## src/common/m_unit_pkg.sv

```systemverilog
package m_unit_pkg;

  //////////////////////////////////////////////////////////////////////
  // Sizes fixed by the ISA
  //////////////////////////////////////////////////////////////////////

  // Data word width
  localparam int XLEN = 32;

  // Architectural registers x0..x31
  localparam int NUM_REGS = 32;

  // Register index width
  localparam int REG_ADDR_W = $clog2(NUM_REGS);

  // Major opcode of R-type register instructions
  localparam logic [6:0] OPCODE_OP = 7'h33;

  // funct7 value selecting RV32M
  localparam logic [6:0] FUNCT7_MULDIV = 7'b000_0001;

  //////////////////////////////////////////////////////////////////////
  // Wishbone word map
  //////////////////////////////////////////////////////////////////////

  // Word indices 0..31 hit the register file
  localparam logic [5:0] WB_ADR_INSTR  = 6'd32;
  localparam logic [5:0] WB_ADR_STATUS = 6'd33;

  // M operators, encoding equals funct3
  typedef enum logic [2:0] {
    MD_MUL    = 3'b000,
    MD_MULH   = 3'b001,
    MD_MULHSU = 3'b010,
    MD_MULHU  = 3'b011,
    MD_DIV    = 3'b100,
    MD_DIVU   = 3'b101,
    MD_REM    = 3'b110,
    MD_REMU   = 3'b111
  } md_op_e;

  // R-type field layout
  typedef struct packed {
    logic [6:0] funct7;
    logic [4:0] rs2;
    logic [4:0] rs1;
    logic [2:0] funct3;
    logic [4:0] rd;
    logic [6:0] opcode;
  } r_type_t;

  // Instruction word, raw or split into fields
  typedef union packed {
    logic [31:0] raw;
    r_type_t     r;
  } instr_u;

  // Decoder outputs
  typedef struct packed {
    logic       illegal_insn;
    logic       rf_we;
    logic [1:0] rf_re;
    logic       mult_en;
    logic       div_en;
    md_op_e     md_operator;
  } decoder_ctrl_t;

  // Illegal, nothing enabled
  localparam decoder_ctrl_t DECODER_CTRL_ILLEGAL_INSN = '{
    illegal_insn: 1'b1,
    rf_we:        1'b0,
    rf_re:        2'b00,
    mult_en:      1'b0,
    div_en:       1'b0,
    md_operator:  MD_MUL
  };

endpackage

```

## src/m_decoder.sv

```systemverilog
`timescale 1ns/1ps

module m_decoder (
  input  m_unit_pkg::instr_u        instr_i,
  output m_unit_pkg::decoder_ctrl_t decoder_ctrl_o
);

  //////////////////////////////////////////////////////////////////////
  // RV32M decode
  //////////////////////////////////////////////////////////////////////

  always_comb begin
    // Start illegal
    decoder_ctrl_o = m_unit_pkg::DECODER_CTRL_ILLEGAL_INSN;

    // Every M op reads rs1, rs2 and writes rd
    decoder_ctrl_o.rf_we    = 1'b1;
    decoder_ctrl_o.rf_re[0] = 1'b1;
    decoder_ctrl_o.rf_re[1] = 1'b1;

    // Operator is funct3 as is
    decoder_ctrl_o.md_operator = m_unit_pkg::md_op_e'(instr_i.r.funct3);

    unique case (instr_i.r.opcode)
      m_unit_pkg::OPCODE_OP: begin
        if (instr_i.r.funct7 == m_unit_pkg::FUNCT7_MULDIV) begin
          decoder_ctrl_o.illegal_insn = 1'b0;
          unique case (instr_i.r.funct3)
            // mul, mulh, mulhsu, mulhu
            3'b000,
            3'b001,
            3'b010,
            3'b011: begin
              decoder_ctrl_o.mult_en = 1'b1;
            end
            // div, divu, rem, remu
            3'b100,
            3'b101,
            3'b110,
            3'b111: begin
              decoder_ctrl_o.div_en = 1'b1;
            end
          endcase
        end else begin
          // add, sub and friends land here
          decoder_ctrl_o = m_unit_pkg::DECODER_CTRL_ILLEGAL_INSN;
        end
      end

      default: begin
        // Not a register-register op
        decoder_ctrl_o = m_unit_pkg::DECODER_CTRL_ILLEGAL_INSN;
      end
    endcase
  end

endmodule

```

## config.mk

```make
export PLATFORM = sky130hd
export DESIGN_NAME = m_decoder
export DESIGN_NICKNAME = d
export VERILOG_FILES = /design/src/common/m_unit_pkg.sv /design/src/m_decoder.sv
export SDC_FILE = /design/constraint.sdc
export NUM_CORES = 1
export LEC_CHECK = 0
export BUFFER_PORTS_ARGS = -buffer_cell sky130_fd_sc_hd__buf_2
export CORE_AREA = 2 2 39 41
export DETAILED_ROUTE_END_ITERATION = 10
export DIE_AREA = 0 0 41 43
export PLACE_DENSITY = 0.5
export SLEW_MARGIN = 20
export SYNTH_ARGS = -nofsm -noshare
export SYNTH_HDL_FRONTEND = slang
export SYNTH_SLANG_ARGS = --single-unit
```

## constraint.sdc

```tcl
create_clock -name vclk -period 3.65
set_input_delay 0.365 -clock vclk [all_inputs]
set_output_delay 0.365 -clock vclk [all_outputs]
set_load 0.005 [all_outputs]
```

; ---- Word level (Yosys, flattened, before mapping)
; Index checks and enable logic that the tools add are counted.
; W data, S select, Z words.
[classes]
n_eq_ne = 9
n_mux = 7
reduce_logical = 3
[ops]
columns = op, count
row1 = $eq A3 B3 Y1 const B, 4
row2 = $mux W9, 1
row3 = $reduce_or A4 Y1, 2
row4 = $eq A7 B1 Y1 const B, 1
row5 = $eq A7 B6 Y1 const B, 1
row6 = $eq A3 B2 Y1 const B, 2
row7 = $mux W3, 2
row8 = $eq A3 B1 Y1 const B, 1
row9 = $logic_not A3 Y1, 1
row10 = $mux W1, 3
row11 = $mux W2, 1
[totals]
ff_bits = 0
input_bits = 32
output_inout_bits = 9
wordCells = 19

; ---- Logic depth before layout (Yosys ltp)
[depth]
word_depth = 5
depth_mapped = 4
ltp_nobuf = 2

; ---- Worst setup path after synthesis
; Ideal clock, no wire load.
[synth_path]
path_kind = input port to output port
startpoint = input port instr_i[6] (netlist name)
endpoint = output port decoder_ctrl_o[6] (netlist name)
arrival_time_ps = 1676
t_required_ps = 3285
slack_ps = 1609
stages = 4
cell_sequence = or4b_1 -> clkbuf_2 -> nor4_1 -> buf_4
[synth_lines]
columns = element, line
row1 = start: declaration, m_decoder.sv:4  ; input m_unit_pkg::instr_u instr_i,
row2 = end: declaration, m_decoder.sv:5  ; output m_unit_pkg::decoder_ctrl_t decoder_ctrl_o

==> flow_summary.yaml <==
global_route:
  grt_remaining_overflow: 0
  antenna_found_initial: 0
  grt_util_all_layers: 0.0440
  grt_pass1_wl_um: 586
  grt_pass1_vias: 150
  grt_max_degree: 8
floorplanning:
  initial_core_util: 0.0995
  die_w_um: 41
  fp-row-count: 14
  io_pins: 41
  die_area_um2: 1760
  fp.dieH_um: 43
  core_area_um2: 1380
place:
  numPortBuffers: 26
  place_congestion: 0.549
  hpwl_um: 420
  dp.cells: 57
synthesis:
  synth_compound_area_frac: 0
  synth_nets: 51
  synthMuxAreaShare: 0
  ys_types: 10
  synth_top_family_by_area: "simple AND/OR/NAND/NOR gates"
  ys_seq_area_frac: 0
  synth.avg_cell_area_um2: 7.24
  synth_area_um2: 138
  yosysWarningCount: 0
  synthXorXnorAreaFrac: 0
  synthCells: 19
  yosys.area_share.simple: 0.827
  yosys.area_share.adder: 0
layout:
  drive_gt1_frac: 0.659
  fin_nets: 75
  seq_cell_count: 0
  diodes: 0
  n_clock_buffer: 0
  final_cells: 57
  final_common_cell: "buf_2"
  regArea_um2: 0
  layout_common_cells: "buf_2 (26), nor4_1 (6), nand3b_1 (3)"
  synthToLayoutAreaGrowth_pct: 91.8
cts:
  postCtsSetupBuffers: 0
  cts_resized: 0
  holdBufCountCts: 0
timing:
  maxSlewHeadroom: 0.747
  grt_setup_unrepaired: "no"
  post-route-period-util: 0.587
  hold_viol_final: 0
  clock.fmax_ghz: 0.467
  setup_viol: 0
  worst_pin_slew_ps: 377
  finalSetupTns_ps: 0
  min_period_ps: 2140
  final_max_slew_viol_count: 0
drt:
  vias_per_cell: 4.14
  wl_um: 482
  wl_per_cell_um: 8.46
  drc: 0
  vias: 236
  drt_iter0_drc: 0
  ant_nets: 0
  firstDrtPassIters: 1
worst_setup_path:
  crit_path_start_kind: "input pin"
  worst_path_most_repeated_cell: "buf_2"
  max_stage_delay_ps: 630
  critPathCaptureType: "primary output"
  cp_cell_sequence: "buf_2 > or4b_1 > or4_1 > buf_2"
  cp.arrival_ps: 1780
  crit_buf_inv: 2
  crit_type: "input pin to primary output"
  crit_family: "simple AND/OR/NAND/NOR gates"
  worstPathRequired_ps: 3280
  path_max_fanout: 7
  critPathSlowestCell: "or4b_1"
min_path:
  hold_path_class: "input pin to primary output"
power_and_ir_drop:
  power.density_nw_per_um2: 53.3
  p_leak_nw: 0.129
  ir_drop_uv: 11.2
run:
  cap_violations: 0
status:
  status: "completed"
[final cells by class]
cell class | instances | area (um^2)
Tap cell | 16 | 20.0
Fill cell | 170 | 1120
Timing Repair Buffer | 26 | 130
Multi-Input combinational cell | 15 | 114
[stage by stage]
stage          total power (W)  cell area (um^2)  hold slack, ps  setup WS [ps]  utilization
2_1_floorplan       0.00000480               138             832           1610            -
3_3_place_gp         0.0000138               264            1050           1500        0.191
3_5_place_dp         0.0000141               264            1050           1490        0.191
4_1_cts              0.0000142               264            1050           1490        0.191
5_1_grt              0.0000160               264            1070           1440        0.191
6_report             0.0000141               264            1040           1510        0.191
[logic make-up after synthesis]
family                 count (synthesis)
AND/OR/NAND/NOR                       15
buffers and inverters                  4
[cell usage after synthesis]
master     n  share of area
buf_4      2           0.11
clkbuf_2   1          0.036
nor4_1     6           0.27
nand4bb_1  1          0.082
clkbuf_1   1          0.027
nand2b_1   1          0.045
or3b_2     1          0.064
nand3b_1   3           0.16
or4_1      1          0.055
or4b_1     2           0.15
[path summary, 6_finish.rpt]
path | start | endpoint | depth (start not counted)
max | instr_i[6] | decoder_ctrl_o[8] | 4
min | instr_i[12] | decoder_ctrl_o[0] | 4
[routing by layer]
layer  up-vias  global-route usage  wire length (um)
li1        122                   -                 -
met1       104              0.0380               170
met2        10               0.100               272
met3         0                   0                38
met4         0                   0                 0
met5         -                   0                 0
[power breakdown]
group          leakage, nW  internal [W]  switching [W]  total (W)
Clock                    0             0              0          0
Combinational        0.129    0.00000887     0.00000521  0.0000141
Sequential               0             0              0          0
(Power assumes the default switching activity.)
