==> src/common/m_unit_pkg.sv <==
package m_unit_pkg;

  //////////////////////////////////////////////////////////////////////
  // Sizes fixed by the ISA
  //////////////////////////////////////////////////////////////////////

  // Data word width
  localparam int XLEN = 32;

  // Architectural registers x0..x31
  localparam int NUM_REGS = 32;

  // Register index width
  localparam int REG_ADDR_W = $clog2(NUM_REGS);

  // Major opcode of R-type register instructions
  localparam logic [6:0] OPCODE_OP = 7'h33;

  // funct7 value selecting RV32M
  localparam logic [6:0] FUNCT7_MULDIV = 7'b000_0001;

  //////////////////////////////////////////////////////////////////////
  // Wishbone word map
  //////////////////////////////////////////////////////////////////////

  // Word indices 0..31 hit the register file
  localparam logic [5:0] WB_ADR_INSTR  = 6'd32;
  localparam logic [5:0] WB_ADR_STATUS = 6'd33;

  // M operators, encoding equals funct3
  typedef enum logic [2:0] {
    MD_MUL    = 3'b000,
    MD_MULH   = 3'b001,
    MD_MULHSU = 3'b010,
    MD_MULHU  = 3'b011,
    MD_DIV    = 3'b100,
    MD_DIVU   = 3'b101,
    MD_REM    = 3'b110,
    MD_REMU   = 3'b111
  } md_op_e;

  // R-type field layout
  typedef struct packed {
    logic [6:0] funct7;
    logic [4:0] rs2;
    logic [4:0] rs1;
    logic [2:0] funct3;
    logic [4:0] rd;
    logic [6:0] opcode;
  } r_type_t;

  // Instruction word, raw or split into fields
  typedef union packed {
    logic [31:0] raw;
    r_type_t     r;
  } instr_u;

  // Decoder outputs
  typedef struct packed {
    logic       illegal_insn;
    logic       rf_we;
    logic [1:0] rf_re;
    logic       mult_en;
    logic       div_en;
    md_op_e     md_operator;
  } decoder_ctrl_t;

  // Illegal, nothing enabled
  localparam decoder_ctrl_t DECODER_CTRL_ILLEGAL_INSN = '{
    illegal_insn: 1'b1,
    rf_we:        1'b0,
    rf_re:        2'b00,
    mult_en:      1'b0,
    div_en:       1'b0,
    md_operator:  MD_MUL
  };

endpackage

==> src/m_regfile.sv <==
`timescale 1ns/1ps

module m_regfile (
  input  logic                                clk_i,
  input  logic                                arst_n_i,
  input  logic [m_unit_pkg::REG_ADDR_W-1:0]   raddr_a_i,
  input  logic [m_unit_pkg::REG_ADDR_W-1:0]   raddr_b_i,
  output logic [m_unit_pkg::XLEN-1:0]         rdata_a_o,
  output logic [m_unit_pkg::XLEN-1:0]         rdata_b_o,
  input  logic                                we_i,
  input  logic [m_unit_pkg::REG_ADDR_W-1:0]   waddr_i,
  input  logic [m_unit_pkg::XLEN-1:0]         wdata_i
);

  // Register storage
  logic [m_unit_pkg::XLEN-1:0] regs_q [m_unit_pkg::NUM_REGS];

  // Write port, x0 never written so it stays zero
  always_ff @(posedge clk_i or negedge arst_n_i) begin
    if (!arst_n_i) begin
      for (int i = 0; i < m_unit_pkg::NUM_REGS; i++) begin
        regs_q[i] <= '0;
      end
    end else if (we_i && (waddr_i != '0)) begin
      regs_q[waddr_i] <= wdata_i;
    end
  end

  // Asynchronous reads
  assign rdata_a_o = regs_q[raddr_a_i];
  assign rdata_b_o = regs_q[raddr_b_i];

endmodule

==> config.mk <==
export PLATFORM = sky130hd
export DESIGN_NAME = m_regfile
export DESIGN_NICKNAME = d
export VERILOG_FILES = /design/src/common/m_unit_pkg.sv /design/src/m_regfile.sv
export SDC_FILE = /design/constraint.sdc
export NUM_CORES = 2
export LEC_CHECK = 0
export BUFFER_PORTS_ARGS = -buffer_cell sky130_fd_sc_hd__buf_2
export CELL_PAD_IN_SITES_DETAIL_PLACEMENT = 0
export CELL_PAD_IN_SITES_GLOBAL_PLACEMENT = 1
export CORE_ASPECT_RATIO = 1.1
export CORE_MARGIN = 1.5
export CORE_UTILIZATION = 47
export CTS_CLUSTER_SIZE = 25
export DETAILED_ROUTE_END_ITERATION = 7
export GPL_ROUTABILITY_DRIVEN = 0
export PLACE_DENSITY = 0.83
export SLEW_MARGIN = 20
export SYNTH_ARGS = -nofsm -noshare
export SYNTH_HDL_FRONTEND = slang
export SYNTH_SLANG_ARGS = --single-unit
export TNS_END_PERCENT = 1
==> constraint.sdc <==
create_clock -name clk_i -period 2 [get_ports clk_i]
set_input_delay 0.4 -clock clk_i [delete_from_list [all_inputs] [get_ports clk_i]]
set_output_delay 0.4 -clock clk_i [all_outputs]
set_load 0.05 [all_outputs]
# After elaboration in Yosys (flattened, before gate mapping)
# Cells that the tools add are included.
# W data, S select, Z words.
[totals]
elab_cells = 51
input_bits = 50
out_inout_bits = 64
ff_bits = 1024
[op_classes]
muxes = 9
n_reduce_logical = 3
n_lt_le_gt_ge = 4
n_bitwise = 3
[ops]
columns = ["op", "count"]
rows = [
  ["$bwmux W1024", 1],
  ["$bmux W32 S5", 2],
  ["$demux W32 S5", 1],
  ["$mux W32", 5],
  ["$ge A6 B6 Y1 const B", 3],
  ["$not A5 Y6", 3],
  ["$lt A6 B1 Y1 const B", 1],
  ["$reduce_bool A5 Y1", 1],
  ["$logic_and A1 B1 Y1", 2],
]

# Longest topological paths before layout
[logic_depth]
ltp_word = 6
ltp_mapped = 8
mapped_depth_nobuf = 5

# Worst setup path after synthesis
# Ideal clock, no wire load.
[synth_path]
kind = "input-to-output"
startpoint = "input raddr_a_i[1] in the netlist's numbering"
endpoint = "output rdata_a_o[11] in the netlist's numbering"
t_required_ns = 1.600
stages = 8
setup_slack_ns = -0.322
path_buffers = 4
arrival_time_ns = 1.922
cell_sequence = "buf_2 -> buf_4 -> buf_2 -> buf_2 -> mux2i_1 -> nand2_1 -> a31oi_1 -> nand3_1"
[synth_via]
elab_chain_len = 4
[synth_lines]
columns = ["element", "line", "source"]
rows = [
  ["from (decl)", "m_regfile.sv:6", "input logic [m_unit_pkg::REG_ADDR_W-1:0] raddr_a_i,"],
  ["$not A5 Y6 (implied by the code)", "m_regfile.sv:30", "assign rdata_a_o = regs_q[raddr_a_i];"],
  ["$bmux W32 S5", "m_regfile.sv:30", ""],
  ["$mux W32 (implied by the code) (2 in series)", "m_regfile.sv:30", ""],
  ["to (decl)", "m_regfile.sv:8", "output logic [m_unit_pkg::XLEN-1:0] rdata_a_o,"],
]
# Every way passes these cells. The select of a mux whose other input is x is not followed.

# Worst setup path in the final report
[layout_path]
startpoint = "register regs_q[770] in the netlist's numbering"
endpoint = "output rdata_a_o[2] in the netlist's numbering"
[layout_via]
elab_chain_len = 3
[layout_lines]
columns = ["element", "line", "source"]
rows = [
  ["from (decl)", "m_regfile.sv:16", "logic [m_unit_pkg::XLEN-1:0] regs_q [m_unit_pkg::NUM_REGS];"],
  ["from (signal, indexed assignment)", "m_regfile.sv:25", "regs_q[waddr_i] <= wdata_i;"],
  ["$bmux W32 S5", "m_regfile.sv:30", ""],
  ["$mux W32 (implied by the code) (2 in series)", "m_regfile.sv:30", ""],
]
# Every way passes these cells. The select of a mux whose other input is x is not followed.

==> impl_metrics.toml <==
[sta]
finalMaxSlewViolations = 0
hold_viol = 0
fmax_mhz = 387
layout_min_cycle_time_ps = 2590
fin_ws_ps = -586
tns_ps = -32260
relSlewSlack_pct = 54.9
min_period_over_period_pct = 129
worstMarginPinSlew_ps = 676
setup_viol = 64
rsz0062_at_grt = "yes"
fin_skew_ps = 0

[die]
ioPinCount = 114
initial_core_util_pct = 47.4
die_area_um2 = 121000
die_w_um = 332
rows = 132
core_um2 = 118000
die_h_um = 365

[synthesis]
synth.distinct_cells = 28
async_flop_share_pct = 100
synth_top_flop_cell = "dfrtp_1"
synthTopCellsByArea = "dfrtp_1, mux2_2, mux2i_1"
netlist_area_um2 = 55900
synth_edf_count = 0
ys_ff_latch = 1024
avgSynthCellArea_um2 = 12.2
ys_warn_count = 0
ys_seq_area_share_pct = 45.8
synth_top_area_cell = "dfrtp_1"
synth_top_area_share_pct = 45.8
synth_common_cells = "dfrtp_1, mux2i_1, mux2_2, clkbuf_1, nand2_1"
syn_nets = 4651
syn_inst = 4601

[worst_setup_path]
critical_path_class = "reg2out"
max_stage_delay_ps = 400
rrSetupSlack_ps = 1070
start_kind = "flop"
critPathArrivalTime_ps = 2190
cp-end-kind = "output pin"
critPathTopFamily = "compound AO/OA/AOI/OAI gates"
slowest_stage = "dfrtp_1"
cp_max_fo = 3
worstPathRequired_ps = 1600
cp_num_buf_inv = 1
crit_chain = "mux2i_1 -> a22o_1 -> nor3_2 -> a31oi_2 -> nand3_4 -> buf_8"

[cts]
h-tree-depth = 3
cts_buffers = 108
path_clk_slew_ps = 60
cts_buffer_depth = 3
cts.sinks = 1024
clock_latency_ps = 730
cts-root-buf = "clkbuf_16"
cts_tree = "yes"

[place]
placedCellCount = 6259
portBuffers = 113
hpwl_um = 116000
place_ws_ps = -633

[run_status]
violations = "negative setup slack"
status = "complete, but fails checks"

[hold_path]
min_path_type = "in2async"

[route]
num_vias = 40400
avgRoutedWirePerCell_um = 27.5
wl_um = 178000
drtAntennaViolNets = 0
firstDrtPassIters = 6
drcViolationCount = 0
initialDrtViolationCount = 3311
viasPerCell = 6.25

[finish]
fin_nets = 4877
largest_register_ffs = 1024
max_flop_register = "regs_q"
drive_gt1_share_pct = 39.7
fin_cells = 6456
reg.largest.list = "regs_q: 1024 flops"
area_growth_syn_to_layout_pct = 21.2
fin_util_pct = 57.5

[global_route]
antenna_found_initial = 11
grt_pass1_wl_um = 268000
grt_start_max_net_pins = 83
grt_pass1_vias = 41700
grt_usage_pct = 29.1
grt_remaining_overflow = 0

[pwr]
cellPowerDensity_nw_per_um2 = 924
vdd_drop_max_uv = 920
p_leak_nw = 31.8
total_power_mw = 62.7

[run]
timing.max_cap.violations = 0
-- cells in the final DEF, fill, tap and decap left out, types with 6 or more instances in the layout --
cell type and count:
mux2i_1 1020, nor3_1 12, clkbuf_8 25, mux2_1 39, mux2_2 953, buf_2 45, buf_8 10, dfrtp_1 1024
clkbuf_16 109, a31oi_4 18, nand3_1 130, bufinv_16 8, clkinv_2 15, nor3_2 50, buf_4 302, nand2_1 193
diode_2 6, nand3_4 64, buf_6 29, buf_12 201, nand2_2 17, a22oi_1 192, clkbuf_1 23, a22o_1 128
nor2_4 18, a31oi_2 46, a21oi_1 192
-- per-stage QoR --
step / cell area [um^2] / hold WS, ps
floorplan: 57400 / 104
global placement: 63400 / 330
detailed placement: 63400 / 321
CTS: 67700 / 136
global route: 67800 / 178
finish: 67800 / 168
-- area by class of cell --
cell class | instances | area, um^2
clock inverters | 35 | 523
multi-input cells | 3104 | 29600
fillers | 9623 | 50100
flip-flops and latches | 1024 | 25600
diodes | 6 | 15.0
well taps | 1541 | 1930
repair buffers | 589 | 7010
clock buffers | 157 | 3160
-- path summary, 6_finish.rpt --
kind	cells after the start	start	to
max	6	regs_q[770]	rdata_a_o[2]
min	2	arst_n_i	regs_q[640]
max reg2reg	2	regs_q[800]	regs_q[800]
min reg2reg	0	regs_q[1008]	regs_q[1008]
max in group asynchronous	4	arst_n_i	regs_q[115]
min in group clk_i	2	wdata_i[16]	regs_q[176]
-- power breakdown --
part | switching (mW) | internal, mW
logic | 6.76 | 7.32
registers | 3.05 | 24.7
clock network | 8.84 | 12.0
-- cell families (layout without fill, tap and decap cells) --
logic type | after synthesis | count (layout) | share of synthesized area [%]
other | 0 | 6 | 0
AOI/OAI and AO/OA | 576 | 576 | 7.01
buffers and inverters | 473 | 781 | 4.50
muxes | 2016 | 2016 | 38.3
DFF | 1024 | 1024 | 45.8
and+or+nand+nor | 512 | 512 | 4.39
-- routing by layer --
metal	up-vias	global-route usage, %	wire, um
met3	354	4.68	11200
li1	17400	-	-
met4	6	11.5	6930
met5	-	0	46
met1	21200	37.9	74200
met2	1355	48.5	85200
-- repair_timing --
item | CTS | global route
pin swaps | 44 | 49
setup buffers | 0 | 2
endpoints found under the setup margin | 64 | 64
gates resized for setup | 130 | 25
hold buffers | 1 | 0
endpoints found under the hold margin | 508 | 0
(Power assumes the default switching activity.)
