[config.mk]
export PLATFORM = sky130hd
export DESIGN_NAME = m_multiplier_flat
export DESIGN_NICKNAME = d
export VERILOG_FILES = /design/src/common/m_unit_pkg.sv /design/src/common/m_op_if.sv /design/src/mul_div/m_multiplier.sv /design/src/flat_wrapper.sv
export SDC_FILE = /design/constraint.sdc
export NUM_CORES = 2
export LEC_CHECK = 0
export ABC_AREA = 1
export BUFFER_PORTS_ARGS = -buffer_cell sky130_fd_sc_hd__buf_2
export CAP_MARGIN = 0
export CORE_UTILIZATION = 35
export CTS_CLUSTER_SIZE = 28
export DETAILED_ROUTE_END_ITERATION = 8
export HOLD_SLACK_MARGIN = 0.08
export PLACE_DENSITY = 0.5
export SLEW_MARGIN = 20
export SYNTH_ARGS = -nofsm -noshare
export SYNTH_HDL_FRONTEND = slang
export SYNTH_SLANG_ARGS = --single-unit
[constraint.sdc]
create_clock -name clk_i -period 0.8 [get_ports clk_i]
set_clock_uncertainty 0.1 [all_clocks]
set_input_delay 0.12 -clock clk_i [delete_from_list [all_inputs] [get_ports clk_i]]
set_output_delay 0.12 -clock clk_i [all_outputs]
set_load 0.03 [all_outputs]
[src/common/m_unit_pkg.sv]
package m_unit_pkg;

  //////////////////////////////////////////////////////////////////////
  // Sizes fixed by the ISA
  //////////////////////////////////////////////////////////////////////

  // Data word width
  localparam int XLEN = 32;

  // Architectural registers x0..x31
  localparam int NUM_REGS = 32;

  // Register index width
  localparam int REG_ADDR_W = $clog2(NUM_REGS);

  // Major opcode of R-type register instructions
  localparam logic [6:0] OPCODE_OP = 7'h33;

  // funct7 value selecting RV32M
  localparam logic [6:0] FUNCT7_MULDIV = 7'b000_0001;

  //////////////////////////////////////////////////////////////////////
  // Wishbone word map
  //////////////////////////////////////////////////////////////////////

  // Word indices 0..31 hit the register file
  localparam logic [5:0] WB_ADR_INSTR  = 6'd32;
  localparam logic [5:0] WB_ADR_STATUS = 6'd33;

  // M operators, encoding equals funct3
  typedef enum logic [2:0] {
    MD_MUL    = 3'b000,
    MD_MULH   = 3'b001,
    MD_MULHSU = 3'b010,
    MD_MULHU  = 3'b011,
    MD_DIV    = 3'b100,
    MD_DIVU   = 3'b101,
    MD_REM    = 3'b110,
    MD_REMU   = 3'b111
  } md_op_e;

  // R-type field layout
  typedef struct packed {
    logic [6:0] funct7;
    logic [4:0] rs2;
    logic [4:0] rs1;
    logic [2:0] funct3;
    logic [4:0] rd;
    logic [6:0] opcode;
  } r_type_t;

  // Instruction word, raw or split into fields
  typedef union packed {
    logic [31:0] raw;
    r_type_t     r;
  } instr_u;

  // Decoder outputs
  typedef struct packed {
    logic       illegal_insn;
    logic       rf_we;
    logic [1:0] rf_re;
    logic       mult_en;
    logic       div_en;
    md_op_e     md_operator;
  } decoder_ctrl_t;

  // Illegal, nothing enabled
  localparam decoder_ctrl_t DECODER_CTRL_ILLEGAL_INSN = '{
    illegal_insn: 1'b1,
    rf_we:        1'b0,
    rf_re:        2'b00,
    mult_en:      1'b0,
    div_en:       1'b0,
    md_operator:  MD_MUL
  };

endpackage

[src/common/m_op_if.sv]
`timescale 1ns/1ps

// Controller to arithmetic unit link
interface m_op_if;

  // One-cycle start, operands valid with it
  logic start;
  logic [m_unit_pkg::XLEN-1:0] op_a;
  logic [m_unit_pkg::XLEN-1:0] op_b;
  m_unit_pkg::md_op_e operator;

  // One-cycle done, result valid with it
  logic done;
  logic [m_unit_pkg::XLEN-1:0] result;

  // Controller side
  modport ctrl (
    output start,
    output op_a,
    output op_b,
    output operator,
    input  done,
    input  result
  );

  // Arithmetic unit side
  modport unit (
    input  start,
    input  op_a,
    input  op_b,
    input  operator,
    output done,
    output result
  );

endinterface

[src/mul_div/m_multiplier.sv]
`timescale 1ns/1ps

module m_multiplier (
  input logic  clk_i,
  input logic  arst_n_i,
  m_op_if.unit op_if
);

  // Per-operand signedness
  logic a_signed;
  logic b_signed;

  // Operands widened by one bit, so one signed multiply covers all forms
  logic signed [m_unit_pkg::XLEN:0] op_a_ext;
  logic signed [m_unit_pkg::XLEN:0] op_b_ext;

  // Full product, top two bits unused
  logic signed [2*m_unit_pkg::XLEN+1:0] product;

  // Output stage
  logic [m_unit_pkg::XLEN-1:0] result_q;
  logic                        done_q;

  always_comb begin
    // mulh is s*s, mulhsu is s*u, mul and mulhu are u*u
    a_signed = (op_if.operator == m_unit_pkg::MD_MULH) ||
               (op_if.operator == m_unit_pkg::MD_MULHSU);
    b_signed = (op_if.operator == m_unit_pkg::MD_MULH);
    op_a_ext = {a_signed & op_if.op_a[m_unit_pkg::XLEN-1], op_if.op_a};
    op_b_ext = {b_signed & op_if.op_b[m_unit_pkg::XLEN-1], op_if.op_b};
    product  = op_a_ext * op_b_ext;
  end

  // Low word for mul, high word otherwise
  always_ff @(posedge clk_i) begin
    if (op_if.start) begin
      if (op_if.operator == m_unit_pkg::MD_MUL) begin
        result_q <= product[m_unit_pkg::XLEN-1:0];
      end else begin
        result_q <= product[2*m_unit_pkg::XLEN-1:m_unit_pkg::XLEN];
      end
    end
  end

  // Done one cycle after start
  always_ff @(posedge clk_i or negedge arst_n_i) begin
    if (!arst_n_i) begin
      done_q <= 1'b0;
    end else begin
      done_q <= op_if.start;
    end
  end

  assign op_if.done   = done_q;
  assign op_if.result = result_q;

endmodule

[src/flat_wrapper.sv]
// flat-port wrapper written by rule: the top's interface ports become plain ports
module m_multiplier_flat 
  (clk_i, arst_n_i, op_if_start, op_if_op_a, op_if_op_b, op_if_operator, op_if_done, op_if_result);
  m_op_if op_if_i ();
  input logic clk_i;
  input logic arst_n_i;
  input wire logic [$bits(op_if_i.start)-1:0] op_if_start;
  input wire logic [$bits(op_if_i.op_a)-1:0] op_if_op_a;
  input wire logic [$bits(op_if_i.op_b)-1:0] op_if_op_b;
  input wire logic [$bits(op_if_i.operator)-1:0] op_if_operator;
  output wire logic [$bits(op_if_i.done)-1:0] op_if_done;
  output wire logic [$bits(op_if_i.result)-1:0] op_if_result;
  assign op_if_i.start = op_if_start;
  assign op_if_i.op_a = op_if_op_a;
  assign op_if_i.op_b = op_if_op_b;
  assign op_if_i.operator = op_if_operator;
  assign op_if_done = op_if_i.done;
  assign op_if_result = op_if_i.result;
  m_multiplier u_core (.clk_i(clk_i), .arst_n_i(arst_n_i), .op_if(op_if_i));
endmodule
Yosys cells after proc, flatten, opt, wreduce, memory -nomap -nowiden. Index checks and enable logic that the tools add are counted.

Flip-flop bits (word level): 33. Bits of input ports: 70. Output and inout bits: 33. Logic and storage cells: 10.

Multiply operators: 1. Equality and inequality tests: 2. Mux-type cells: 1. Bitwise gates (word level): 2. Reductions and logical operators: 2.

Operator list (count): $mul 33x33->64 (1); $mux 32 (1); $eq 3x1->1 const B (1); $eq 3x2->1 const B (1); $logic_not 3->1 (1); $and 1x1->1 (2); $logic_or 1x1->1 (1).

Longest topological paths before layout.
Depth after elaboration: 5. Mapped depth: 35. Mapped depth without buffers: 35.

Least setup slack after synthesis. No wires, ideal clock.

Path kind: input -> register. Start: input op_if_operator[0]. End: register u_core.result_q, in the netlist u_core.op_if.result[31] (data pin). Setup time: 0.253 ns. Arrival time: 7.234 ns. Required time: 0.447 ns. Slack: -6.787 ns. Stages on the path: 29. Path buffers: 1. Cell sequence: nor2_2 nand2_2 nand2_4 nand2_1 inv_1 clkbuf_1 nand2_1 fa_1 fa_1 fa_1 inv_1 fa_1 fa_1 fa_1 fa_1 inv_1 fa_1 inv_1 ha_1 nand2_1 nor2_2 nand2_1 nor4_4 and2_2 nand2_1 nand2_1 nand3_1 nand3_1 nand2_1.

Longest elaborated chain between the ends: 5. Elaborated cells on any way between the ends: 8. Those cells by class: mul (1); eq/ne (2); mux (1); bitwise (2); reduce/logical (2).

Ends and longest elaborated chain: start: declaration (line flat_wrapper.sv:10) `input wire logic [$bits(op_if_i.operator)-1:0] op_if_operator;`; $eq 3x1->1 / $eq 3x2->1 (equally long branches) (line m_multiplier.sv:26, m_multiplier.sv:28, m_multiplier.sv:27); $logic_or 1x1->1 (line m_multiplier.sv:26) `a_signed = (op_if.operator == m_unit_pkg::MD_MULH) ||`; $and 1x1->1 (line m_multiplier.sv:29) `op_a_ext = {a_signed & op_if.op_a[m_unit_pkg::XLEN-1], op_if.op_a};`; $mul 33x33->64 (line m_multiplier.sv:31) `product = op_a_ext * op_b_ext;`; $mux 32 * (line m_multiplier.sv:37) `if (op_if.operator == m_unit_pkg::MD_MUL) begin`; end signal: assignment (line m_multiplier.sv:38) `result_q <= product[m_unit_pkg::XLEN-1:0];`; end signal: assignment (line m_multiplier.sv:40) `result_q <= product[2*m_unit_pkg::XLEN-1:m_unit_pkg::XLEN];`; end: declaration (line m_multiplier.sv:21) `logic [m_unit_pkg::XLEN-1:0] result_q;`.

Mark *: on every way between the ends. The rest lies on a longest branch, timed or not. A chain may end at the register's enable or synchronous reset.

Worst setup path after layout.
Start: input op_if_operator[2]. End: register u_core.result_q, in the netlist u_core.op_if.result[31] (data pin).

The elaborated chain is that of the path after synthesis.

==> metrics.cfg <==
[floorplanning]
die_h_um = 345
rows = 125
coreArea_um2 = 116000
initial_core_util_pct = 35.4
dieArea_um2 = 119000
die_w_um = 345
io-pin-count = 103

[detailed_routing]
vias = 33554
dr.pass1.iters = 6
ant_nets = 0
drt_wl_total_um = 132000
drtIter0Drc = 2138
vias_per_cell = 4.66
drcViolationCount = 0
post_drt_wl_per_cell_um = 18.3

[sta]
rsz0062_at_grt = true
max_clock_freq_ghz = 0.144
final_hold_viol_count = 0
setup_ws_ns = -6.15
tightest_slew_ns = 0.487
setup_violations = 65
min_period_over_period_pct = 869
maxSlewViolCount = 0
layout_min_cycle_time_ns = 6.95
maxSlewHeadroom_pct = 67.2

[placed_design]
routabilityCongestion = 0.919
io_buffers = 102
dp_hpwl_um = 116000
placed_cells = 7117

[logic_synthesis]
yosysWarnings = 0
syn_inst = 5168
synth-seq-cells = 33
synth_cell_types = 41
synthesis.area_um2 = 41200
seq_area_frac_synth_pct = 2.39
avgSynthCellArea_um2 = 7.97
synth_nets = 6575

[global_routing]
grt_pass1_wl_um = 214000
grt_max_degree = 30
antenna_found_initial = 2
overflow = 0
grt_pass1_vias = 36658
track_usage_pct = 23.2

[setup_path]
crit_path_frequent_cell = fa_1
crit_fanout = 11
cp-end-kind = flip-flop
crit_type = in -> reg
crit_required_ns = 0.76
worstPathArrival_ns = 6.91
critPathLaunch = op_if_operator[2]
crit_path_start_kind = input pin
crit_path_max_incr_delay_ns = 0.59
critPathSlowestCell = fa_2

[min_path]
hold_class = in -> async

[final_layout]
layout.nets = 7079
utilization_pct = 44.5
register_area_um2 = 986
fillerInstances = 11659
multi_input_area_um2 = 35700
syn2layout_area_growth_pct = 25.7
drive_gt1_share_pct = 22.3
finalNonFillerCells = 7198

[clock_network]
cts-root-buf = clkbuf_16
clkSinkCount = 33
cts_buffers = 5
cts_tree = built
cts_hold_buf = 1
htree_levels = 2
clkSlewWorstSetupHoldPaths_ns = 0.07
cts_buffer_depth = 2

[outcome]
status = complete, but fails checks
violations = negative setup slack

[run]
maxCapViolCount = 0

-- routing by layer --
metal,wire [um],global-route usage (%),vias to the layer above,part of all wire [%]
met5,0,0,-,0
li1,-,-,15342,-
met2,62600,38.4,679,47
met4,1910,3.15,0,1.5
met3,5270,1.45,99,4.0
met1,62100,34.2,17434,47
-- placed cells by master, fill, tap and decap left out, drive strengths merged, types with 5 or more instances in the layout --
cell    count
inv      1594
nand2    1414
fa       1125
buf       739
ha        212
nor2      159
nand3     109
a21oi     102
o21ai      72
edfxtp     32
nand4      18
o21bai     14
xor2       13
or2        12
xnor2       7
clkbuf      7
nor3        7
nor4        5
nand3b      5
-- area by class of cell --
type	count	share of cell area, %
Antenna cell	2	0.00967
Clock buffer	5	0.242
Clock inverter	2	0.0218
Inverter	1597	11.7
Multi-Input combinational cell	3288	68.9
Sequential cell	33	1.90
Tap cell	1524	3.68
Timing Repair Buffer	746	13.5
Timing Repair inverter	1	0.0121
-- cells in the mapped netlist (all sizes together) --
| cell | count | share of area, % |
|---|---|---|
| ha | 212 | 6.4 |
| nand4 | 18 | 0.27 |
| xnor2 | 7 | 0.15 |
| fa | 1125 | 55 |
| nor4 | 5 | 0.13 |
| a31oi | 2 | 0.030 |
| clkbuf | 246 | 2.2 |
| a21boi | 3 | 0.055 |
| a21oi | 102 | 1.2 |
| o21ai | 72 | 0.87 |
| o211ai | 1 | 0.018 |
| a21o | 3 | 0.055 |
| or2 | 12 | 0.18 |
| dfrtp | 1 | 0.061 |
| nand3 | 109 | 1.4 |
| o22ai | 1 | 0.015 |
| o21bai | 14 | 0.26 |
| nor3 | 7 | 0.085 |
| nor2 | 159 | 1.5 |
| o21a | 2 | 0.036 |
| inv | 1596 | 15 |
| and2 | 2 | 0.033 |
| clkinv | 1 | 0.0091 |
| buf | 4 | 0.055 |
| nand3b | 5 | 0.091 |
| edfxtp | 32 | 2.3 |
| nand2 | 1414 | 13 |
| xor2 | 13 | 0.28 |
-- critical path, delay by kind of cell --
family | cells | cell delay (ns)
buffers and inverters | 9 | 0.76
and+or+nand+nor | 15 | 1.51
adders and majority gates | 9 | 4.48
-- per-stage QoR --
step / instance area (um^2) / setup TNS [ns] / setup slack (ns) / hold slack (ns)
after floorplan: 41700 / -188.85 / -6.28 / -0.276
after global placement: 48200 / -214.84 / -6.83 / -0.206
after detailed placement: 48200 / -215.43 / -6.82 / -0.205
after CTS: 51100 / -202.55 / -6.15 / 0.0229
after global routing: 51800 / -209.84 / -6.38 / 0.0265
final: 51800 / -202.06 / -6.15 / 0.0288
-- state kept, by name (all words and copies together), names as in the netlist --
| signal | count |
|---|---|
| u_core.op_if.done | 1 |
| u_core.op_if.result | 32 |
-- what timing repair did --
item                       4_1_cts  5_1_grt
hold endpoints to repair         1        1
setup endpoints to repair       65       65
gates cloned                     6        0
setup buffers                   47       19
resized for setup              599      149
pin swaps                      198      101
-- path summary, 6_finish.rpt --
kind | end | cells after the start
max | u_core.op_if.result[31] | 33
min | u_core.op_if.done | 2
max in group asynchronous | u_core.op_if.done | 2
min in group clk_i | u_core.op_if.result[4] | 2
-- cell families (layout without fill, tap and decap cells) --
group	Yosys count	in the layout	share of synthesized area, %
XOR/XNOR	20	20	0.425
buffers and inverters	1847	2351	16.8
adder cells (fa/ha/maj)	1337	1337	61.1
AO/OA/AOI/OAI	200	200	2.60
other	0	2	0
AND/OR/NAND/NOR	1731	1731	16.6
flip-flops	33	33	2.39
Power is left out: the tool's default activity adds up to more than one toggle a clock period on the data nets, which glitch-free logic cannot reach.
