[config.mk]
export PLATFORM = sky130hd
export DESIGN_NAME = m_divider_flat
export DESIGN_NICKNAME = d
export VERILOG_FILES = /design/src/common/m_unit_pkg.sv /design/src/common/m_op_if.sv /design/src/mul_div/m_divider.sv /design/src/flat_wrapper.sv
export SDC_FILE = /design/constraint.sdc
export NUM_CORES = 1
export LEC_CHECK = 0
export BUFFER_PORTS_ARGS = -buffer_cell sky130_fd_sc_hd__buf_4
export CORE_MARGIN = 8
export CORE_UTILIZATION = 32
export CTS_BUF_LIST = sky130_fd_sc_hd__clkbuf_16
export DETAILED_ROUTE_END_ITERATION = 16
export GPL_TIMING_DRIVEN = 0
export HOLD_SLACK_MARGIN = 0.12
export MAX_ROUTING_LAYER = met4
export PLACE_DENSITY = 0.51
export SLEW_MARGIN = 25
export SYNTH_ARGS = -nofsm -noshare
export SYNTH_HDL_FRONTEND = slang
export SYNTH_SLANG_ARGS = --single-unit
[constraint.sdc]
create_clock -name clk_i -period 3.7 [get_ports clk_i]
set_clock_uncertainty 0.1 [all_clocks]
set_input_delay 0 -clock clk_i [delete_from_list [all_inputs] [get_ports clk_i]]
set_output_delay 0 -clock clk_i [all_outputs]
set_load 0.01 [all_outputs]
[src/common/m_unit_pkg.sv]
package m_unit_pkg;

  //////////////////////////////////////////////////////////////////////
  // Sizes fixed by the ISA
  //////////////////////////////////////////////////////////////////////

  // Data word width
  localparam int XLEN = 32;

  // Architectural registers x0..x31
  localparam int NUM_REGS = 32;

  // Register index width
  localparam int REG_ADDR_W = $clog2(NUM_REGS);

  // Major opcode of R-type register instructions
  localparam logic [6:0] OPCODE_OP = 7'h33;

  // funct7 value selecting RV32M
  localparam logic [6:0] FUNCT7_MULDIV = 7'b000_0001;

  //////////////////////////////////////////////////////////////////////
  // Wishbone word map
  //////////////////////////////////////////////////////////////////////

  // Word indices 0..31 hit the register file
  localparam logic [5:0] WB_ADR_INSTR  = 6'd32;
  localparam logic [5:0] WB_ADR_STATUS = 6'd33;

  // M operators, encoding equals funct3
  typedef enum logic [2:0] {
    MD_MUL    = 3'b000,
    MD_MULH   = 3'b001,
    MD_MULHSU = 3'b010,
    MD_MULHU  = 3'b011,
    MD_DIV    = 3'b100,
    MD_DIVU   = 3'b101,
    MD_REM    = 3'b110,
    MD_REMU   = 3'b111
  } md_op_e;

  // R-type field layout
  typedef struct packed {
    logic [6:0] funct7;
    logic [4:0] rs2;
    logic [4:0] rs1;
    logic [2:0] funct3;
    logic [4:0] rd;
    logic [6:0] opcode;
  } r_type_t;

  // Instruction word, raw or split into fields
  typedef union packed {
    logic [31:0] raw;
    r_type_t     r;
  } instr_u;

  // Decoder outputs
  typedef struct packed {
    logic       illegal_insn;
    logic       rf_we;
    logic [1:0] rf_re;
    logic       mult_en;
    logic       div_en;
    md_op_e     md_operator;
  } decoder_ctrl_t;

  // Illegal, nothing enabled
  localparam decoder_ctrl_t DECODER_CTRL_ILLEGAL_INSN = '{
    illegal_insn: 1'b1,
    rf_we:        1'b0,
    rf_re:        2'b00,
    mult_en:      1'b0,
    div_en:       1'b0,
    md_operator:  MD_MUL
  };

endpackage

[src/common/m_op_if.sv]
`timescale 1ns/1ps

// Controller to arithmetic unit link
interface m_op_if;

  // One-cycle start, operands valid with it
  logic start;
  logic [m_unit_pkg::XLEN-1:0] op_a;
  logic [m_unit_pkg::XLEN-1:0] op_b;
  m_unit_pkg::md_op_e operator;

  // One-cycle done, result valid with it
  logic done;
  logic [m_unit_pkg::XLEN-1:0] result;

  // Controller side
  modport ctrl (
    output start,
    output op_a,
    output op_b,
    output operator,
    input  done,
    input  result
  );

  // Arithmetic unit side
  modport unit (
    input  start,
    input  op_a,
    input  op_b,
    input  operator,
    output done,
    output result
  );

endinterface

[src/mul_div/m_divider.sv]
`timescale 1ns/1ps

module m_divider (
  input logic  clk_i,
  input logic  arst_n_i,
  m_op_if.unit op_if
);

  // Control
  logic                                  busy_q;
  logic                                  fix_q;
  logic                                  done_q;
  logic [$clog2(m_unit_pkg::XLEN)-1:0]   cnt_q;

  // Operand prep
  logic                        signed_op;
  logic                        a_neg;
  logic                        b_neg;
  logic [m_unit_pkg::XLEN-1:0] abs_a;
  logic [m_unit_pkg::XLEN-1:0] abs_b;

  // Iteration state, quot_q shifts the dividend out as quotient bits come in
  logic [m_unit_pkg::XLEN-1:0] rem_q;
  logic [m_unit_pkg::XLEN-1:0] quot_q;
  logic [m_unit_pkg::XLEN-1:0] divisor_q;
  logic [m_unit_pkg::XLEN-1:0] dividend_q;
  logic                        neg_quot_q;
  logic                        neg_rem_q;
  logic                        div_zero_q;
  logic                        is_rem_q;

  // One step
  logic [m_unit_pkg::XLEN:0]   rem_shift;
  logic [m_unit_pkg::XLEN:0]   diff;
  logic [m_unit_pkg::XLEN-1:0] rem_next;
  logic [m_unit_pkg::XLEN-1:0] quot_next;

  // Sign fix and result
  logic [m_unit_pkg::XLEN-1:0] quot_fix;
  logic [m_unit_pkg::XLEN-1:0] rem_fix;
  logic [m_unit_pkg::XLEN-1:0] final_res;
  logic [m_unit_pkg::XLEN-1:0] result_q;

  //////////////////////////////////////////////////////////////////////
  // Datapath
  //////////////////////////////////////////////////////////////////////

  always_comb begin
    signed_op = (op_if.operator == m_unit_pkg::MD_DIV) ||
                (op_if.operator == m_unit_pkg::MD_REM);
    a_neg = signed_op & op_if.op_a[m_unit_pkg::XLEN-1];
    b_neg = signed_op & op_if.op_b[m_unit_pkg::XLEN-1];
    abs_a = a_neg ? -op_if.op_a : op_if.op_a;
    abs_b = b_neg ? -op_if.op_b : op_if.op_b;

    // Shift next dividend bit in, try to subtract
    rem_shift = {rem_q, quot_q[m_unit_pkg::XLEN-1]};
    diff      = rem_shift - {1'b0, divisor_q};
    if (diff[m_unit_pkg::XLEN]) begin
      // Borrow, keep remainder
      rem_next  = rem_shift[m_unit_pkg::XLEN-1:0];
      quot_next = {quot_q[m_unit_pkg::XLEN-2:0], 1'b0};
    end else begin
      rem_next  = diff[m_unit_pkg::XLEN-1:0];
      quot_next = {quot_q[m_unit_pkg::XLEN-2:0], 1'b1};
    end

    // Quotient sign from both operands, remainder from dividend.
    // MIN / -1 comes out right here: |MIN| is 2^31, negated back to MIN, rem 0.
    quot_fix = neg_quot_q ? -quot_q : quot_q;
    rem_fix  = neg_rem_q ? -rem_q : rem_q;

    // Zero divisor, all-ones quotient and dividend as remainder
    if (div_zero_q) begin
      final_res = is_rem_q ? dividend_q : '1;
    end else begin
      final_res = is_rem_q ? rem_fix : quot_fix;
    end
  end

  always_ff @(posedge clk_i) begin
    if (op_if.start) begin
      dividend_q <= op_if.op_a;
      divisor_q  <= abs_b;
      quot_q     <= abs_a;
      rem_q      <= '0;
      neg_quot_q <= a_neg ^ b_neg;
      neg_rem_q  <= a_neg;
      div_zero_q <= (op_if.op_b == '0);
      is_rem_q   <= (op_if.operator == m_unit_pkg::MD_REM) ||
                    (op_if.operator == m_unit_pkg::MD_REMU);
    end else if (busy_q) begin
      rem_q  <= rem_next;
      quot_q <= quot_next;
    end
    if (fix_q) begin
      result_q <= final_res;
    end
  end

  //////////////////////////////////////////////////////////////////////
  // Sequencing, start -> 32 steps -> fix -> done
  //////////////////////////////////////////////////////////////////////

  always_ff @(posedge clk_i or negedge arst_n_i) begin
    if (!arst_n_i) begin
      busy_q <= 1'b0;
      fix_q  <= 1'b0;
      done_q <= 1'b0;
      cnt_q  <= '0;
    end else begin
      done_q <= fix_q;
      fix_q  <= 1'b0;
      if (op_if.start) begin
        busy_q <= 1'b1;
        cnt_q  <= '0;
      end else if (busy_q) begin
        cnt_q <= cnt_q + 1'b1;
        // Counter full on the last step
        if (&cnt_q) begin
          busy_q <= 1'b0;
          fix_q  <= 1'b1;
        end
      end
    end
  end

  assign op_if.done   = done_q;
  assign op_if.result = result_q;

endmodule

[src/flat_wrapper.sv]
// flat-port wrapper written by rule: the top's interface ports become plain ports
module m_divider_flat 
  (clk_i, arst_n_i, op_if_start, op_if_op_a, op_if_op_b, op_if_operator, op_if_done, op_if_result);
  m_op_if op_if_i ();
  input logic clk_i;
  input logic arst_n_i;
  input wire logic [$bits(op_if_i.start)-1:0] op_if_start;
  input wire logic [$bits(op_if_i.op_a)-1:0] op_if_op_a;
  input wire logic [$bits(op_if_i.op_b)-1:0] op_if_op_b;
  input wire logic [$bits(op_if_i.operator)-1:0] op_if_operator;
  output wire logic [$bits(op_if_i.done)-1:0] op_if_done;
  output wire logic [$bits(op_if_i.result)-1:0] op_if_result;
  assign op_if_i.start = op_if_start;
  assign op_if_i.op_a = op_if_op_a;
  assign op_if_i.op_b = op_if_op_b;
  assign op_if_i.operator = op_if_operator;
  assign op_if_done = op_if_i.done;
  assign op_if_result = op_if_i.result;
  m_divider u_core (.clk_i(clk_i), .arst_n_i(arst_n_i), .op_if(op_if_i));
endmodule
# Word-level counts from Yosys, hierarchy flattened
# Cells that the tools add are included.
# word_totals
latchBits	0
n_memories	0
reg_bits	172
ram_bits	0
output_inout_bits	33
wordCells	49
inputBits	70
mem_bits_ro	0
# op_classes
n_lt_le_gt_ge	0
muxes	19
div	0
n_bitwise	3
n_addsub	6
shift	0
n_eq_ne	3
reduce_logical	5
n_mul	0
# op_table
cell	count
$mux 32	10
$neg 32->32	4
$sub 33x32->33	1
$logic_not 32->1	1
$mux 5	2
$eq 3x3->1 const B	3
$mux 1	7
$add 5x1->5 const B	1
$reduce_and 5->1	1
$and 1x1->1	2
$logic_or 1x1->1	2
$reduce_bool 2->1	1
$xor 1x1->1	1

# Depth between registers and ports, before layout
# logic_depth
ltp_word	5
depth_mapped	13
ltp_nobuf	11

# Worst setup path before layout
# Ideal clock, no wire load.
# synth_timing
path_type	register -> register
start	reg u_core.quot_q[31] (netlist bit)
end	reg u_core.rem_q[11] (netlist bit)
path_slack_ns	0.619
t_arrival_ns	2.890
t_required_ns	3.509
path_buffers	2
stages_incl_launch_ff	14
synth_period_minus_slack_ns	3.081
cell_sequence	edfxtp_1 > inv_1 > ha_1 > fa_1 > nand2b_1 > a21o_1 > a31o_2 > o21ai_0 > a21oi_2 > xnor2_1 > buf_2 > buf_1 > nand2_1 > a311oi_1
# synth_between
elab_chain_cells	2
# synth_rtl
item	line_no	source
start, declared	m_divider.sv:24	logic [m_unit_pkg::XLEN-1:0] quot_q;
start signal, assigned	m_divider.sv:85	quot_q <= abs_a;
start signal, assigned	m_divider.sv:94	quot_q <= quot_next;
$sub 33x32->33	m_divider.sv:58	diff = rem_shift - {1'b0, divisor_q};
$mux 32	m_divider.sv:59	if (diff[m_unit_pkg::XLEN]) begin
end signal, assigned	m_divider.sv:93	rem_q <= rem_next;
end, declared	m_divider.sv:23	logic [m_unit_pkg::XLEN-1:0] rem_q;
# No other way between the ends.
# A chain may end at the register's enable or synchronous reset.

# Final worst setup path
# layout_timing
start	reg u_core.divisor_q[0] (netlist bit)
end	reg u_core.rem_q[0] (netlist bit)
# layout_between
elab_chain_cells	2
# layout_rtl
item	line_no	source
start, declared	m_divider.sv:25	logic [m_unit_pkg::XLEN-1:0] divisor_q;
start signal, assigned	m_divider.sv:84	divisor_q <= abs_b;
$sub 33x32->33	m_divider.sv:58	
$mux 32	m_divider.sv:59	
# No other way between the ends.

==> summary.md <==
| Metric | Value |
|---|---|
| Startpoint Class | flip-flop |
| Syn nets | 1316 |
| Fraction of registers with async set/reset | 4.65% |
| Final Hold Viols | 0 |
| Via/cell ratio | 5.23 |
| Largest net degree at the start of global routing | 74 |
| Number of CTS-inserted buffers | 17 |
| Crit share post-route | 92.0% |
| Sequential-to-total area share from yosys stat | 43.0% |
| Most numerous cell in the Yosys netlist | edfxtp_1 |
| CP bufs+invs | 1 |
| Synthesized instance count | 1207 |
| Endpoints failing setup | 0 |
| F_max | 0.294 GHz |
| Die area | 0.0412 sq mm |
| CP peak stage delay | 0.45 ns |
| Worst-Margin Slew | 0.923 ns |
| Root buf cell | clkbuf_16 |
| Per-cell routed wire length | 18.5 um |
| Clock Sinks | 172 |
| CORE AREA | 0.0345 sq mm |
| Final WS setup | 0.298 ns |
| Hold Crit Endpoint | u_core.divisor_q[31] |
| Grt ovf | 0 |
| Post-synth top area cell | edfxtp_1 |
| Fin util | 41.0% |
| Minimum clock period | 3.40 ns |
| Port Buf Inserts | 102 |
| TritonCTS clock tree | done |
| Slowest-stage cell, CP | edfxtp_1 |
| Max_slew headroom | 38.4% |
| First-pass GRT wire length | 55.5 mm |
| Multi-input gate area | 0.00598 sq mm |
| Die height | 203 um |
| Stages on the worst setup path | 11 |
| Leak | 0.00548 uW |
| Worst r2r dst | u_core.rem_q[0] |
| Design Power | 5050 uW |
| Hold depth | 3 |
| Maxcap violations | 0 |
| Number of detailed-route iterations in the first pass | 5 |
| Routability cong. | 0.860 |
| Via count of the routed design | 9885 |
| Max Slew Vio Count | 0 |
| RSZ-0062 raised after global routing | no |
| Dominant synthesized flop cell | edfxtp_1 |
| Cell-by-cell trace of the critical path | ha_1 > fa_1 > nand2b_1 > a21o_1 > a31o_2 > o21ai_2 > a21oi_4 > xnor2_2 > clkbuf_2 > nand2_1 > a311oi_1 |
| Diodes inserted | 0 |
| EDFF count, synth | 132 |
| Placed cell count | 1765 |
| Hold path start | op_if_operator[2] |
| Overall Global Routing Usage | 17.4% |
| Clk buf depth | 2 |
| FILL cells | 3493 |
| DIE WIDTH | 203 um |
| Row cnt | 68 |
| Detailed-route DRC error count | 0 |
| Mapped Area | 0.0112 sq mm |
| Initial core utilization | 32.5% |
| Ports | 103 |
| Largest cells by area after synthesis | edfxtp_1 35%, xnor2_1 5.8%, dfxtp_1 5.7% |
| NumNets Final | 1530 |
| Worst r2r path cells | 11 |
| Final hold slack | 0.132 ns |
| Post-synth top cells | 132 x edfxtp_1, 118 x nor2_1, 116 x nand2_1, 108 x a21oi_1, 74 x xnor2_1 |
| Yosys top cell area share | 35.4% |
| Worst EP arrival | 3.65 ns |
| Skew-Pair Late Insertion Delay | 0.45 ns |
| Post-detail-place hpwl | 26.5 mm |
| Crit end category | flip-flop |
| Worst Setup Path Type | reg -> reg |
| Outcome | finished, final reports clean |
| Final Instance Count excl. Fillers | 1889 |
| Vias in the first global route | 9698 |
| Initial antenna violation count | 0 |
| Warnings, synthesis | 0 |
| Register Area | 0.00481 sq mm |
| R2r setup slk | 0.30 ns |
| Peak VDD IR | 0.315 mV |
| DRT iter0 DRCs | 732 |
| Share of layout cells above drive strength 1 | 11.6% |
| Final WL | 35.0 mm |
| Htree depth | 4 |
| Post-synthesis cell type count | 71 |
| Clock slew at reported path FFs | 0.08 ns |
| Worst R2R Start | u_core.divisor_q[0] |
| Hold Crit Class | in -> reg |
| Setup Slack @ Placement | -0.301 ns |
| Setup crit start | u_core.divisor_q[0] |
| P&R area growth vs syn | 26.4% |
| CP Max Fanout | 10 |
| Largest delay share family, worst path | compound AO/OA/AOI/OAI gates |
| Pwr Density | 357 mW/mm^2 |
| Critical Path RT | 3.95 ns |
| Final antenna-violating net count | 0 |
| Mean Syn Cell Area | 9.27 sq um |
| Yosys reg bits | 172 |
## state kept, by name, indices dropped and copies added (netlist names)
name,cells
u_core.quot_q,32
u_core.op_if.done,1
u_core.fix_q,1
u_core.busy_q,1
u_core.cnt_q,5
u_core.neg_quot_q,1
u_core.is_rem_q,1
u_core.rem_q,32
u_core.divisor_q,32
u_core.op_if.result,32
u_core.div_zero_q,1
u_core.dividend_q,32
u_core.neg_rem_q,1
## power breakdown
| group | leakage, uW | switching (uW) | internal (uW) |
|---|---|---|---|
| combinational | 0.00355 | 495 | 402 |
| sequential | 0.00164 | 88.4 | 2220 |
| clock | 0.000291 | 897 | 942 |
## area by class of cell
type / instances / share of cell area (%)
Buffer: 58 / 1.61
Clock buffer: 18 / 3.19
Clock inverter: 14 / 1.11
Inverter: 59 / 1.57
Multi-Input combinational cell: 917 / 42.3
Sequential cell: 172 / 34.0
Tap cell: 455 / 4.03
Timing Repair Buffer: 196 / 12.2
## layer usage
metal	track usage [%]	routed length [um]
met3	2.42	1470
met4	4.74	731
met1	22.5	15900
met5	-	0
met2	28.3	16900
## worst register-to-register path: stages, from the launching register on
cell,delay [ns]
edfxtp_1,0.45
ha_1,0.28
fa_1,0.40
nand2b_1,0.20
a21o_1,0.21
a31o_2,0.30
o21ai_2,0.25
a21oi_4,0.14
xnor2_2,0.28
clkbuf_2,0.34
nand2_1,0.10
a311oi_1,0.27
## kinds of logic (layout without fill, tap and decap cells)
family | Yosys count | count (layout) | share of synthesized area, %
buffers and inverters | 118 | 345 | 3.98
AO/OA/AOI/OAI | 328 | 328 | 19.2
adder cells (fa/ha/maj) | 39 | 39 | 4.43
XOR/XNOR | 145 | 145 | 11.4
AND/OR/NAND/NOR | 386 | 386 | 16.4
flip-flops | 172 | 172 | 43.0
multiplexers | 19 | 19 | 1.70
## worst max path at each step
stage	end	slack, ns
after floorplan	u_core.rem_q[11]	0.62
after global placement	u_core.rem_q[12]	-0.33
after detailed placement	u_core.rem_q[12]	-0.30
after CTS	u_core.rem_q[12]	0.03
after global routing	u_core.rem_q[25]	0.08
final	u_core.rem_q[0]	0.30
## metrics by stage
step           cell area [sq um]  TNS, ns
6_report                   14100        0
5_1_grt                    14100        0
4_1_cts                    14100        0
3_5_place_dp               12500    -4.88
3_3_place_gp               12500    -5.51
2_1_floorplan              11200        0
## cells in the final DEF, fill, tap and decap left out, types with 7 or more instances in the layout
cell type,count
a21oi_1,108
mux2i_1,19
xor2_1,71
nor4_1,11
nor2_1,118
clkbuf_16,18
and2_1,10
inv_1,58
edfxtp_1,132
nand2_1,116
o41ai_1,14
dfxtp_1,31
a21o_1,10
nand2b_1,23
dlygate4sd3_1,93
o31ai_1,22
a311oi_1,27
dfrtp_1,7
a22oi_1,22
o21ai_0,53
or4_1,7
buf_4,102
buf_1,8
clkbuf_1,44
o22ai_1,8
xnor2_1,72
nor2b_1,10
and3_1,11
nand4_1,11
ha_1,38
nor3_1,29
nand3_1,14
## timing repair
item	4_1_cts	5_1_grt
endpoints found under the hold margin	107	68
gates resized for setup	5	13
buffers inserted	0	0
hold buffers	92	1
endpoints found under the setup margin	31	32
Power figures use the tool's default switching activity.
